File: src/rtl/timer_pkg.sv
package timer_pkg;

	////////////////////////////////////////////////////////////////////////////
	// Widths
	////////////////////////////////////////////////////////////////////////////

	localparam int data_w = 32;                 // Bus and counter width
	localparam int num_ch = 3;
	localparam int div_w  = 4;                  // Prescaler divider

	////////////////////////////////////////////////////////////////////////////
	// Register map
	////////////////////////////////////////////////////////////////////////////

	localparam logic [1:0] addr_ch0  = 2'd0;
	localparam logic [1:0] addr_ch1  = 2'd1;
	localparam logic [1:0] addr_ch2  = 2'd2;
	localparam logic [1:0] addr_ctrl = 2'd3;    // Control on write, status on read

	// Channel modes
	typedef enum logic [1:0] {
		mode_oneshot = 2'b00,
		mode_square  = 2'b01,
		mode_stop    = 2'b10,
		mode_free    = 2'b11
	} mode_t;

	////////////////////////////////////////////////////////////////////////////
	// Control word layout
	////////////////////////////////////////////////////////////////////////////

	localparam int mode_w    = 2;
	localparam int mode_lsb0 = 0;
	localparam int mode_lsb1 = 2;
	localparam int mode_lsb2 = 4;
	localparam int div_lsb0  = 8;
	localparam int div_lsb1  = 12;
	localparam int div_lsb2  = 16;
	localparam int ien_lsb   = 20;              // One enable per channel

	// Bits 7:6 and 31:23 are not implemented
	localparam logic [data_w-1:0] ctrl_mask = 32'h007f_ff3f;

endpackage

File: src/rtl/timer_regs.sv
module timer_regs (
	input  logic                              clk,
	input  logic                              rst,
	input  logic                              wr,
	input  logic                              rd,
	input  logic [1:0]                        addr,
	input  logic [timer_pkg::data_w-1:0]      wdata,
	input  logic [timer_pkg::data_w-1:0]      count0,
	input  logic [timer_pkg::data_w-1:0]      count1,
	input  logic [timer_pkg::data_w-1:0]      count2,
	input  logic [timer_pkg::num_ch-1:0]      expire,
	output logic [timer_pkg::data_w-1:0]      rdata,
	output logic                              rvalid,
	output logic                              irq,
	output logic [timer_pkg::num_ch-1:0]      load_we,
	output logic [timer_pkg::data_w-1:0]      load_val,
	output timer_pkg::mode_t                  mode0,
	output timer_pkg::mode_t                  mode1,
	output timer_pkg::mode_t                  mode2,
	output logic [timer_pkg::div_w-1:0]       div0,
	output logic [timer_pkg::div_w-1:0]       div1,
	output logic [timer_pkg::div_w-1:0]       div2,
	output logic                              restart
);
	import timer_pkg::*;

	logic              wr_q;
	logic              rd_q;
	logic [1:0]        addr_q;
	logic [data_w-1:0] wdata_q;
	logic [data_w-1:0] ctrl;
	logic [num_ch-1:0] status;          // Sticky expiry flags
	logic              ctrl_we;
	logic              stat_rd;

	////////////////////////////////////////////////////////////////////////////
	// Bus request stage
	////////////////////////////////////////////////////////////////////////////

	always_ff @(posedge clk or posedge rst) begin
		if (rst) begin
			wr_q   <= 1'b0;
			rd_q   <= 1'b0;
			addr_q <= 2'd0;
		end else begin
			wr_q   <= wr;
			rd_q   <= rd & ~wr;    // Write wins over read
			addr_q <= addr;
		end
	end

	always_ff @(posedge clk) begin
		if (wr)
			wdata_q <= wdata;
	end

	assign ctrl_we = wr_q && (addr_q == addr_ctrl);
	assign stat_rd = rd_q && (addr_q == addr_ctrl);

	// Per-channel load strobes
	assign load_we[0] = wr_q && (addr_q == addr_ch0);
	assign load_we[1] = wr_q && (addr_q == addr_ch1);
	assign load_we[2] = wr_q && (addr_q == addr_ch2);
	assign load_val   = wdata_q;

	////////////////////////////////////////////////////////////////////////////
	// Control word
	////////////////////////////////////////////////////////////////////////////

	always_ff @(posedge clk or posedge rst) begin
		if (rst) begin
			ctrl    <= '0;
			restart <= 1'b0;
		end else begin
			restart <= ctrl_we;    // Prescalers reload once the new dividers are visible
			if (ctrl_we)
				ctrl <= wdata_q & ctrl_mask;
		end
	end

	assign mode0 = mode_t'(ctrl[mode_lsb0 +: mode_w]);
	assign mode1 = mode_t'(ctrl[mode_lsb1 +: mode_w]);
	assign mode2 = mode_t'(ctrl[mode_lsb2 +: mode_w]);
	assign div0  = ctrl[div_lsb0 +: div_w];
	assign div1  = ctrl[div_lsb1 +: div_w];
	assign div2  = ctrl[div_lsb2 +: div_w];

	////////////////////////////////////////////////////////////////////////////
	// Status, read data and interrupt
	////////////////////////////////////////////////////////////////////////////

	always_ff @(posedge clk or posedge rst) begin
		if (rst) begin
			status <= '0;
			rvalid <= 1'b0;
			irq    <= 1'b0;
		end else begin
			status <= (stat_rd ? '0 : status) | expire;    // New event beats the clear
			rvalid <= rd_q;
			irq    <= |(status & ctrl[ien_lsb +: num_ch]);
		end
	end

	always_ff @(posedge clk) begin
		if (rd_q) begin
			case (addr_q)
				addr_ch0: rdata <= count0;
				addr_ch1: rdata <= count1;
				addr_ch2: rdata <= count2;
				default:  rdata <= {{(data_w-num_ch){1'b0}}, status};
			endcase
		end
	end

endmodule

File: src/rtl/tick_gen.sv
module tick_gen (
	input  logic                          clk,
	input  logic                          rst,
	input  logic [timer_pkg::div_w-1:0]   div,
	input  logic                          restart,
	output logic                          tick
);
	import timer_pkg::*;

	logic [div_w-1:0] cnt;
	logic [div_w-1:0] cnt_cur;

	// A restart acts as if the counter had just been reloaded from div,
	// so the first tick lands div+1 cycles after the control update
	assign cnt_cur = restart ? div : cnt;

	////////////////////////////////////////////////////////////////////////////
	// Prescaler
	////////////////////////////////////////////////////////////////////////////

	always_ff @(posedge clk or posedge rst) begin
		if (rst) begin
			cnt  <= '0;
			tick <= 1'b0;
		end else if (cnt_cur == '0) begin
			cnt  <= div;           // Reload for next period
			tick <= 1'b1;
		end else begin
			cnt  <= cnt_cur - 1'b1;
			tick <= 1'b0;
		end
	end

endmodule

File: src/rtl/count_channel.sv
module count_channel (
	input  logic                          clk,
	input  logic                          rst,
	input  logic                          tick,
	input  logic                          load_we,
	input  logic [timer_pkg::data_w-1:0]  load_val,
	input  timer_pkg::mode_t              mode,
	output logic [timer_pkg::data_w-1:0]  count,
	output logic                          out
);
	import timer_pkg::*;

	logic [data_w-1:0] reload;     // Last value written to the channel
	logic              done;       // One-shot has fired

	////////////////////////////////////////////////////////////////////////////
	// Reload register
	////////////////////////////////////////////////////////////////////////////

	always_ff @(posedge clk or posedge rst) begin
		if (rst)
			reload <= '0;
		else if (load_we)
			reload <= load_val;
	end

	////////////////////////////////////////////////////////////////////////////
	// Counter and output
	////////////////////////////////////////////////////////////////////////////

	// Out of reset the channel counts nothing until it is loaded
	always_ff @(posedge clk or posedge rst) begin
		if (rst) begin
			count <= '0;
			out   <= 1'b0;
			done  <= 1'b1;
		end else if (load_we) begin
			count <= load_val;     // Load beats a tick in the same cycle
			out   <= 1'b0;
			done  <= 1'b0;
		end else if (tick) begin
			case (mode)
				mode_oneshot: begin
					if (!done) begin
						if (count != '0) begin
							count <= count - 1'b1;
						end else begin
							out  <= 1'b1;
							done <= 1'b1;
						end
					end
				end
				mode_square: begin
					if (count == '0) begin
						out   <= ~out;
						count <= reload >> 1;    // Half of load for later half-periods
					end else begin
						count <= count - 1'b1;
					end
				end
				mode_free: begin
					count <= count - 1'b1;       // Wraps through all ones
				end
				mode_stop: ;                     // Count and out hold
				default: ;
			endcase
		end
	end

endmodule

File: src/rtl/expiry_detect.sv
module expiry_detect (
	input  logic                          clk,
	input  logic                          rst,
	input  logic [timer_pkg::num_ch-1:0]  ch_out,
	output logic [timer_pkg::num_ch-1:0]  expire
);
	import timer_pkg::*;

	logic [num_ch-1:0] out_q;      // Levels seen on the previous edge

	////////////////////////////////////////////////////////////////////////////
	// Rising edge detect
	////////////////////////////////////////////////////////////////////////////

	// Every low to high step counts, so a square wave reports once per period
	always_ff @(posedge clk or posedge rst) begin
		if (rst) begin
			out_q  <= '0;
			expire <= '0;
		end else begin
			out_q  <= ch_out;
			expire <= ch_out & ~out_q;
		end
	end

endmodule

File: src/rtl/timer_top.sv
module timer_top (
	input  logic                          clk,
	input  logic                          rst,
	input  logic                          wr,
	input  logic                          rd,
	input  logic [1:0]                    addr,
	input  logic [timer_pkg::data_w-1:0]  wdata,
	output logic [timer_pkg::data_w-1:0]  rdata,
	output logic                          rvalid,
	output logic                          irq,
	output logic [timer_pkg::num_ch-1:0]  ch_out
);
	import timer_pkg::*;

	logic [num_ch-1:0] load_we;
	logic [data_w-1:0] load_val;
	logic [data_w-1:0] count0;
	logic [data_w-1:0] count1;
	logic [data_w-1:0] count2;
	logic [num_ch-1:0] expire;
	logic [num_ch-1:0] tick;
	logic [div_w-1:0]  div0;
	logic [div_w-1:0]  div1;
	logic [div_w-1:0]  div2;
	logic              restart;
	mode_t             mode0;
	mode_t             mode1;
	mode_t             mode2;

	////////////////////////////////////////////////////////////////////////////
	// Register block
	////////////////////////////////////////////////////////////////////////////

	timer_regs regs0 (
		.clk      (clk),
		.rst      (rst),
		.wr       (wr),
		.rd       (rd),
		.addr     (addr),
		.wdata    (wdata),
		.count0   (count0),
		.count1   (count1),
		.count2   (count2),
		.expire   (expire),
		.rdata    (rdata),
		.rvalid   (rvalid),
		.irq      (irq),
		.load_we  (load_we),
		.load_val (load_val),
		.mode0    (mode0),
		.mode1    (mode1),
		.mode2    (mode2),
		.div0     (div0),
		.div1     (div1),
		.div2     (div2),
		.restart  (restart)
	);

	////////////////////////////////////////////////////////////////////////////
	// Channels
	////////////////////////////////////////////////////////////////////////////

	tick_gen tick_gen0 (.clk(clk), .rst(rst), .div(div0), .restart(restart), .tick(tick[0]));
	tick_gen tick_gen1 (.clk(clk), .rst(rst), .div(div1), .restart(restart), .tick(tick[1]));
	tick_gen tick_gen2 (.clk(clk), .rst(rst), .div(div2), .restart(restart), .tick(tick[2]));

	count_channel chan0 (
		.clk(clk), .rst(rst), .tick(tick[0]), .load_we(load_we[0]),
		.load_val(load_val), .mode(mode0), .count(count0), .out(ch_out[0])
	);

	count_channel chan1 (
		.clk(clk), .rst(rst), .tick(tick[1]), .load_we(load_we[1]),
		.load_val(load_val), .mode(mode1), .count(count1), .out(ch_out[1])
	);

	count_channel chan2 (
		.clk(clk), .rst(rst), .tick(tick[2]), .load_we(load_we[2]),
		.load_val(load_val), .mode(mode2), .count(count2), .out(ch_out[2])
	);

	// Expiry events feed the sticky status
	expiry_detect edge0 (
		.clk    (clk),
		.rst    (rst),
		.ch_out (ch_out),
		.expire (expire)
	);

endmodule

File: config.mk
export PLATFORM = sky130hd
export DESIGN_NAME = timer_top
export DESIGN_NICKNAME = d
export VERILOG_FILES = /design/src/rtl/timer_pkg.sv /design/src/rtl/timer_regs.sv /design/src/rtl/tick_gen.sv /design/src/rtl/count_channel.sv /design/src/rtl/expiry_detect.sv /design/src/rtl/timer_top.sv
export SDC_FILE = /design/constraint.sdc
export NUM_CORES = 1
export LEC_CHECK = 0
export BUFFER_PORTS_ARGS = -buffer_cell sky130_fd_sc_hd__buf_2
export CAP_MARGIN = 10
export CORE_ASPECT_RATIO = 1.1
export CORE_UTILIZATION = 45
export CTS_CLUSTER_SIZE = 16
export DETAILED_ROUTE_END_ITERATION = 10
export SKIP_CTS_REPAIR_TIMING = 1
export SYNTH_ARGS = -nofsm -noshare
export SYNTH_HDL_FRONTEND = slang
export SYNTH_HIERARCHICAL = 1
export SYNTH_SLANG_ARGS = --single-unit
File: constraint.sdc
create_clock -name clk -period 3.8 [get_ports clk]
set_input_delay 0.19 -clock clk [delete_from_list [all_inputs] [get_ports clk]]
set_output_delay 0.19 -clock clk [all_outputs]
set_load 0.05 [all_outputs]
# Yosys cells after proc, flatten, opt, wreduce, memory -nomap -nowiden
# Index checks and enable logic that the tools add are counted.
dict set report totals {
  register_bits 314
  latchBits 0
  ramBits 0
  mem_bits_ro 0
  inputBits 38
  out_inout_bits 37
  elab_cells 168
  n_memories 0
}
dict set report op_classes {
  add_sub_neg 6
  n_mul 0
  div_mod_pow 0
  n_lt_le_gt_ge 0
  eq_ne 21
  n_shift 0
  n_mux 62
  n_bitwise 9
  n_reduce_logical 40
}
# op n
set op_table {}
lappend op_table {{$mux W32} 15}
lappend op_table {{$pmux W32 S3} 4}
lappend op_table {{$logic_not A32 Y1} 3}
lappend op_table {{$reduce_bool A32 Y1} 3}
lappend op_table {{$sub A32 B1 Y32 const B} 3}
lappend op_table {{$mux W1} 33}
lappend op_table {{$mux W4} 6}
lappend op_table {{$ne A3 B1 Y1 const B} 6}
lappend op_table {{$ne A3 B2 Y1 const B} 6}
lappend op_table {{$reduce_and A5 Y1} 3}
lappend op_table {{$logic_not A4 Y1} 3}
lappend op_table {{$reduce_and A4 Y1} 3}
lappend op_table {{$reduce_bool A2 Y1} 6}
lappend op_table {{$reduce_bool A4 Y1} 3}
lappend op_table {{$sub A4 B1 Y4 const B} 3}
lappend op_table {{$eq A2 B2 Y1 const B} 5}
lappend op_table {{$reduce_bool A3 Y1} 3}
lappend op_table {{$eq A2 B1 Y1 const B} 4}
lappend op_table {{$logic_not A2 Y1} 4}
lappend op_table {{$and A3 B3 Y3} 2}
lappend op_table {{$pmux W1 S2} 3}
lappend op_table {{$reduce_and A2 Y1} 3}
lappend op_table {{$logic_and A1 B1 Y1} 5}
lappend op_table {{$not A1 Y1} 4}
lappend op_table {{other kinds (5)} 5}

# Depth between registers and ports, before layout
# Gate-level depths: netlist of run 1.
dict set report depth {
  word_depth 6
  depth_mapped 11
  ltp_nobuf 8
}

# Hierarchy
# Netlist of run 1, hierarchy kept.
# mod instances cells_per_inst area_per_inst_um2 seq_area_each_um2
set modules_own_cells {}
lappend modules_own_cells {{count_channel at chan0 ...} 2 425 3698.5 1627.8}
lappend modules_own_cells {timer_regs 1 222 3937.5 2697.6}
lappend modules_own_cells {{count_channel at chan2} 1 436 3696.0 1627.8}
lappend modules_own_cells {tick_gen 3 30 327.8 125.1}
lappend modules_own_cells {expiry_detect 1 10 195.2 150.1}

# Worst setup path before layout of run 1
# No wires, ideal clock.
dict set report synth_path {
  kind {flip-flop to flip-flop}
  from {reg chan2/count[8] (netlist name)}
  to {reg chan2/count[17] (netlist name)}
  setup_ns 0.121
  arrival_ns 2.531
  required_ns 3.679
  path_slack_ns 1.148
  stages_incl_launch_ff 10
  path_buffers 4
  synth_period_minus_slack_ns 2.652
  path_cell_list {dfrtp_1 > buf_6 > or4_4 > buf_6 > or3_1 > buf_2 > nor4_4 > a31oi_2 > clkbuf_1 > a22o_1}
}
dict set report synth_via {
  elab_chain_cells 6
  elab_cells_between_ends 11
  classes_between {add/sub: 1; eq/ne: 1; mux: 6; reduce/logical: 3}
}
# element line_no
set synth_rtl {}
lappend synth_rtl {{start: declaration} count_channel.sv:8} ;# output logic [timer_pkg::data_w-1:0] count,
lappend synth_rtl {{start signal: assignment} count_channel.sv:38} ;# count <= load_val;
lappend synth_rtl {{start signal: assignment} count_channel.sv:46} ;# count <= count - 1'b1;
lappend synth_rtl {{start signal: assignment} count_channel.sv:56} ;# count <= reload >> 1;
lappend synth_rtl {{$sub A32 B1 Y32} {count_channel.sv:46, count_channel.sv:58, count_channel.sv:62}}
lappend synth_rtl {{$mux W32} count_channel.sv:45} ;# if (count != '0) begin
lappend synth_rtl {{$mux W32} count_channel.sv:44} ;# if (!done) begin
lappend synth_rtl {{$pmux W32 S3} count_channel.sv:42} ;# case (mode)
lappend synth_rtl {{$mux W32} count_channel.sv:41} ;# end else if (tick) begin
lappend synth_rtl {{$mux W32} count_channel.sv:37} ;# end else if (load_we) begin
# Parallel ways exist; a longest one is shown, timed or not. The select of a mux whose other input is x is not followed.
# A chain may end at the register's enable or synchronous reset.

# Worst setup path in the final report of run 1
dict set report layout_path {
  from {reg chan2/count[10] (netlist name)}
  to {reg chan2/count[24] (netlist name)}
}
# The elaborated chain is that of the path after synthesis.

==> results.md, run 1 <==
- Critical path class: flip-flop to flip-flop
- Core area: 35,300 µm²
- Setup_tns: 0 ns
- Final setup viols: 0
- Clk_lat worst skew: 0.54 ns
- Seq cells post-synth: 311
- Average wire per standard cell: 22.8 µm
- Routed vias/inst: 5.97
- First-pass GRT wire length: 75.3 mm
- Total Power: 11.9 mW
- Initial antenna violation count: 2
- Period utilization: 81.4%
- Synth area leader: dfrtp_1
- # rows: 72
- Largest net degree at the start of global routing: 77
- Final HPWL DP: 35.1 mm
- Die ar.: 36,800 µm²
- CTS Root Cell: clkbuf_16
- Post-synth cell types: 84
- Leakage: 7.59 nW
- Layout cells sized above 1: 15.6%
- Sequential cell area: 8110 µm²
- Rel. slew slack: 35.0%
- GR peak layer: met2
- Io pins: 75
- Synth Area in Compound Gates: 18.5%
- Worst slew pin tran: 0.975 ns
- Congestion Overflow GR: 0
- DRC Markers: 0
- Final Critical Period: 3.09 ns
- Crit path capture type: flip-flop
- Synth Instances: 1,608
- Met2 Use GR: 41.3%
- H-tree depth: 2
- Maximum VDD drop: 434 µV
- Run status: completed
- CP Max Fanout: 34
- Top cell type's share of synthesized area: 37.7%
- Setup Skew: 0.0185 ns
- Hold Crit Class: primary input to flip-flop
- Power Density: 651 nW/µm²
- Post-Synth XOR/XNOR Area: 1.68%
- Syn_area_per_cell: 10.1 µm²
- Synth Area in Adders: 1.16%
- Synth area leaders: dfrtp_1 38%, edfxtp_1 12%, nand2_1 3.8%, o21ai_0 3.8%, mux2i_1 2.8%
- Syn_nets: 1,661
- DR vias: 13,000
- Die Width: 183 µm
- Async SR Flop Fraction: 79.4%
- Simple-Gate Fraction of Synth Area: 15.6%
- Required @ worst endpoint: 4.25 ns
- Synth warn: 6
- RSZ-0062 raised after global routing: false
- CTS Buf Count: 35
- Commonest cells in the netlist: 244 x dfrtp_1, 163 x nand2_1, 122 x o21ai_0
- Die height: 201 µm
- CTS tree: yes
- Antenna Nets Post-Route: 0
- PortBufs: 74
- Slew Viols, Final: 0
- Drt pass-1 iters: 7
- Mux contribution to synthesized area: 6.41%
- Max Clock Freq: 323 MHz
- Number of synthesized flops with an enable pin: 64
- Largest family of logic cells by synthesized area: compound AO/OA/AOI/OAI gates
- Area growth from synthesis to layout: 13.2%
- CP Launch Type: flip-flop
- Inst Count DP: 2,085
- Final non-filler cell total: 2,185
- Vias in the first global route: 12,200
- Iter 0 DRT Violations: 1,349
- Starting Density: 45.9%
- M1 GR Usage: 38.7%
- Arrival time at the worst endpoint: 3.54 ns
- Hold Vio Cnt, Final: 0
- GPL Wtd Cong: 0.935
- GR Util All Layers: 27.2%
- Cell area after synthesis: 16,200 µm²
- Most frequent cell after synthesis: dfrtp_1
- GRT met3 Usage: 3.99%
- Fillers: 3,236
- Multi-input logic area: 7060 µm²
- Clk buf depth: 3
- Post-synthesis sequential area ratio: 50.0%
- Worst-path clk slew: 0.07 ns
- Post-Route WL: 49.8 mm
- Max Cap Viol: 0
- Synth Flop Type: dfrtp_1
- Clock sinks: 311
- Net count, final: 1,731
[worst max-delay path, cell delays in order, from the launching register on]
cell and delay (ns):
dfrtp_1 0.45, or4_4 0.61, or3_1 0.51, nor4_4 0.51, a31oi_4 0.30, buf_16 0.26, and3_1 0.16, nor3_1 0.16
[logic make-up (layout without fill, tap and decap cells)]
| family | count (synthesis) | in the layout |
|---|---|---|
| buffers and inverters | 228 | 323 |
| other | 0 | 1 |
| flip-flops | 311 | 311 |
| multiplexers | 88 | 88 |
| XOR/XNOR | 31 | 31 |
| AO/OA/AOI/OAI | 453 | 453 |
| AND/OR/NAND/NOR | 482 | 482 |
| adder cells (fa/ha/maj) | 15 | 15 |
[sequential cells by signal, indices dropped and copies added (netlist names), 4 cells and up]
name	count
chan0/reload	31
regs0/rdata	32
regs0/load_val	32
chan2/reload	31
chan2/count	32
chan0/count	32
regs0/ctrl	21
tick_gen1/cnt	4
chan1/reload	31
tick_gen0/cnt	4
chan1/count	32
tick_gen2/cnt	4
[final timing paths]
check / slack, ns / start / end / cells past startpoint
worst max-delay path: 0.71 / chan2/count[10] / chan2/count[24] / 7
worst min-delay path: 0.20 / wr / regs0/wr_q / 1
worst max register to register: 0.71 / chan2/count[10] / chan2/count[24] / 7
worst min register to register: 0.43 / edge0/expire[2] / regs0/status[2] / 1
max in group asynchronous: 2.36 / rst / chan0/count[26] / 4
min in group asynchronous: 0.23 / rst / tick_gen0/cnt[3] / 3
[metrics by stage]
| stage | cell area (µm²) | hold WS, ns | util, % | setup slack [ns] |
|---|---|---|---|---|
| floorplan | 16200 | -0.0315 | - | 1.15 |
| global placement | 16800 | 0.232 | 47.7 | 0.597 |
| detailed placement | 16800 | 0.231 | 47.7 | 0.549 |
| CTS | 18000 | -0.324 | 50.9 | 0.520 |
| global route | 18400 | 0.243 | 52.0 | 0.548 |
| finish | 18400 | 0.196 | 52.0 | 0.709 |
[metal layers]
layer	vias to the layer above	routed length (µm)
li1	5997	-
met1	6383	21500
met2	543	22700
met3	123	3330
met4	0	2180
met5	-	0
[power breakdown]
group | switching (mW) | internal, mW | total, mW | leakage, nW
clock | 1.38 | 2.03 | 3.41 | 0.547
combinational | 1.71 | 1.31 | 3.02 | 3.46
sequential | 1.23 | 4.28 | 5.51 | 3.58
total | 4.32 | 7.62 | 11.9 | 7.59
[layout make-up]
class | count | share of cell area (%)
Tap cell | 481 | 3.28
Clock inverter | 14 | 0.907
Multi-Input combinational cell | 1069 | 38.5
Antenna cell | 1 | 0.0136
Clock buffer | 48 | 5.20
Sequential cell | 311 | 44.2
Inverter | 114 | 2.33
Timing Repair Buffer | 147 | 5.60
[placed cells by master, fill, tap and decap left out, types with 11 or more instances in the layout]
cell type / instances
dfrtp_1: 242
nand2_1: 163
o21ai_0: 122
nor2_1: 119
inv_1: 108
buf_2: 74
a31oi_1: 70
edfxtp_1: 64
a21oi_1: 57
mux2i_1: 45
o211ai_1: 42
nand3_1: 39
buf_4: 36
dlygate4sd3_1: 36
clkbuf_16: 35
o2bb2ai_1: 30
nor3_1: 28
o31ai_1: 19
mux2_4: 19
mux2_2: 18
xnor2_1: 18
ha_1: 15
xor2_1: 13
and3_1: 13
a211o_1: 13
a211oi_1: 12
or4_1: 11
o21ai_1: 11
(Power assumes the default switching activity.)
==> inputs of run 2 (changes only) <==
Clock period 3.8 ns to 3.1 ns, I/O delays scaled along.
==> run 2 against run 1 <==
  * Clock skew rose by 0.0017 ns
  * Sequential power rose by 22%
  * Cell count rose by 1.7%
  * Largest power group unchanged
  * Critical endpoint is now chan2/count[30]
  * Utilization rose by 1.3 points
  * Clock power rose by 39%
  * Sequential cell count did not move
  * Critical path type unchanged
  * Via count rose by 1.8%
  * Critical path depth did not move
  * Non-clock buffer count rose by 33
==> results.md, run 2 (synthesized netlist as in run 1, its figures left out) <==
- Crit path capture type: flip-flop
- DP Area: 17,100 µm²
- CTS Buf Count: 37
- Net Sw Frac: 35.6%
- Routed vias/inst: 5.98
- CTS Root Cell: clkbuf_16
- Drt pass-1 iters: 5
- DRC Markers: 0
- GPL Wtd Cong: 0.925
- Critical path class: flip-flop to flip-flop
- CP Launch Type: flip-flop
- Total Power: 15.4 mW
- H-tree depth: 2
- Leakage: 7.86 nW
- Fillers: 3,232
- Final setup viols: 0
- Max Cap Viol: 0
- Critical Path End: chan2/count[30]
- Io pins: 75
- Internal: 9.90 mW
- Clk pwr share: 30.9%
- Worst slew pin tran: 0.931 ns
- # rows: 72
- Net count, final: 1,766
- Slack of the worst reg-to-reg path: 0.21 ns
- Period utilization: 93.1%
- Arrival time at the worst endpoint: 3.32 ns
- DR vias: 13,300
- Vias in the first global route: 12,600
- CP Max Fanout: 19
- Post-Route WL: 51.2 mm
- Starting Density: 45.9%
- Largest net degree at the start of global routing: 77
- Antenna Nets Post-Route: 0
- Final HPWL DP: 36.7 mm
- CTS tree: yes
- PortBufs: 74
- GR Util All Layers: 28.0%
- Clock sinks: 311
- Max Clock Freq: 346 MHz
- Initial antenna violation count: 1
- Setup Skew: 0.0202 ns
- Hold Vio Cnt, Final: 0
- Die Width: 183 µm
- Maximum VDD drop: 530 µV
- R2R Path End: chan2/count[30]
- Slew Viols, Final: 0
- Area growth from synthesis to layout: 16.0%
- Worst reg-to-reg path cell count: 7
- Worst-path clk slew: 0.06 ns
- Layout Utilization: 53.2%
- First-pass GRT wire length: 77.6 mm
- Most frequent cells in the layout: 242 x dfrtp_1, 163 x nand2_1, 122 x o21ai_0, 119 x nor2_1, 109 x inv_1
- Core area: 35,300 µm²
- Reg-to-Reg Start: chan2/count[10]
- Final instance area: 18,800 µm²
- Logic gate share of total power: 25.3%
- Clk buf depth: 3
- Diodes inserted: 0
- Setup_tns: 0 ns
- Required @ worst endpoint: 3.53 ns
- Final Critical Period: 2.89 ns
- Worst hold slack: 0.120 ns
- Hold Crit Class: primary input to flip-flop
- Crit path from: chan2/count[10]
- RSZ-0062 raised after global routing: false
- Iter 0 DRT Violations: 1,405
- Layout cells sized above 1: 18.0%
- Flop pwr share: 43.8%
- Clk_lat worst skew: 0.56 ns
- Run status: completed
- NetSw: 5.48 mW
- Die height: 201 µm
- Power Density: 818 nW/µm²
- Die ar.: 36,800 µm²
- Congestion Overflow GR: 0
- Most common cell after layout, fill and taps aside: dfrtp_1
- Average wire per standard cell: 23.0 µm
- Rel. slew slack: 37.9%
run 2: critical path: stages (launching register included):
cell     delay [ns]
dfrtp_1        0.45
or4_4          0.61
or3_1          0.52
nor4_4         0.37
a31oi_4        0.30
buf_4          0.29
a21oi_1        0.15
a31oi_1        0.06
run 2: area by class of cell:
class                      instances  area [µm²]  share of cell area, %
clock inverter                    18         245                   1.30
tap                              481         602                   3.20
timing repair buffer             180        1270                   6.75
inverter                         114         428                   2.28
sequential                       311        8110                   43.1
clock buffer                      50        1090                   5.78
multi-input combinational       1069        7060                   37.6
run 2: layer usage:
metal | global-route usage [%] | up-vias | share of wire [%]
met5 | 0 | - | 0
met1 | 39.2 | 6581 | 43
met4 | 10.8 | 0 | 3.9
met2 | 43.8 | 529 | 46
li1 | - | 6071 | -
met3 | 4.41 | 106 | 6.8
run 2: power groups by stage:
| stage | Clock [mW] | Combinational [mW] | Sequential, mW |
|---|---|---|---|
| 3_5_place_dp | 0 | 3.81 | 6.73 |
| 2_1_floorplan | 0 | 2.82 | 6.34 |
| 5_1_grt | 4.99 | 4.31 | 6.85 |
| 6_report | 4.75 | 3.90 | 6.74 |
| 4_1_cts | 4.83 | 3.83 | 6.67 |
| 3_3_place_gp | 0 | 3.75 | 6.70 |
run 2: stage by stage:
stage / worst slack [ns] / cells
after floorplan: 0.448 / 1608
final: 0.213 / 2223
after global placement: 0.322 / 2119
after detailed placement: 0.270 / 2119
after CTS: 0.243 / 2187
after global routing: 0.0477 / 2223
run 2: worst min path at each step:
stage,slack (ns),endpoint,depth (start not counted),start
global placement,0.21,tick_gen1/cnt[0],2,rst
CTS,-0.39,tick_gen2/tick,2,rst
global route,0.16,regs0/wr_q,1,wr
floorplan,-0.07,tick_gen0/cnt[0],1,rst
finish,0.12,regs0/wr_q,1,wr
detailed placement,0.21,tick_gen2/tick,2,rst
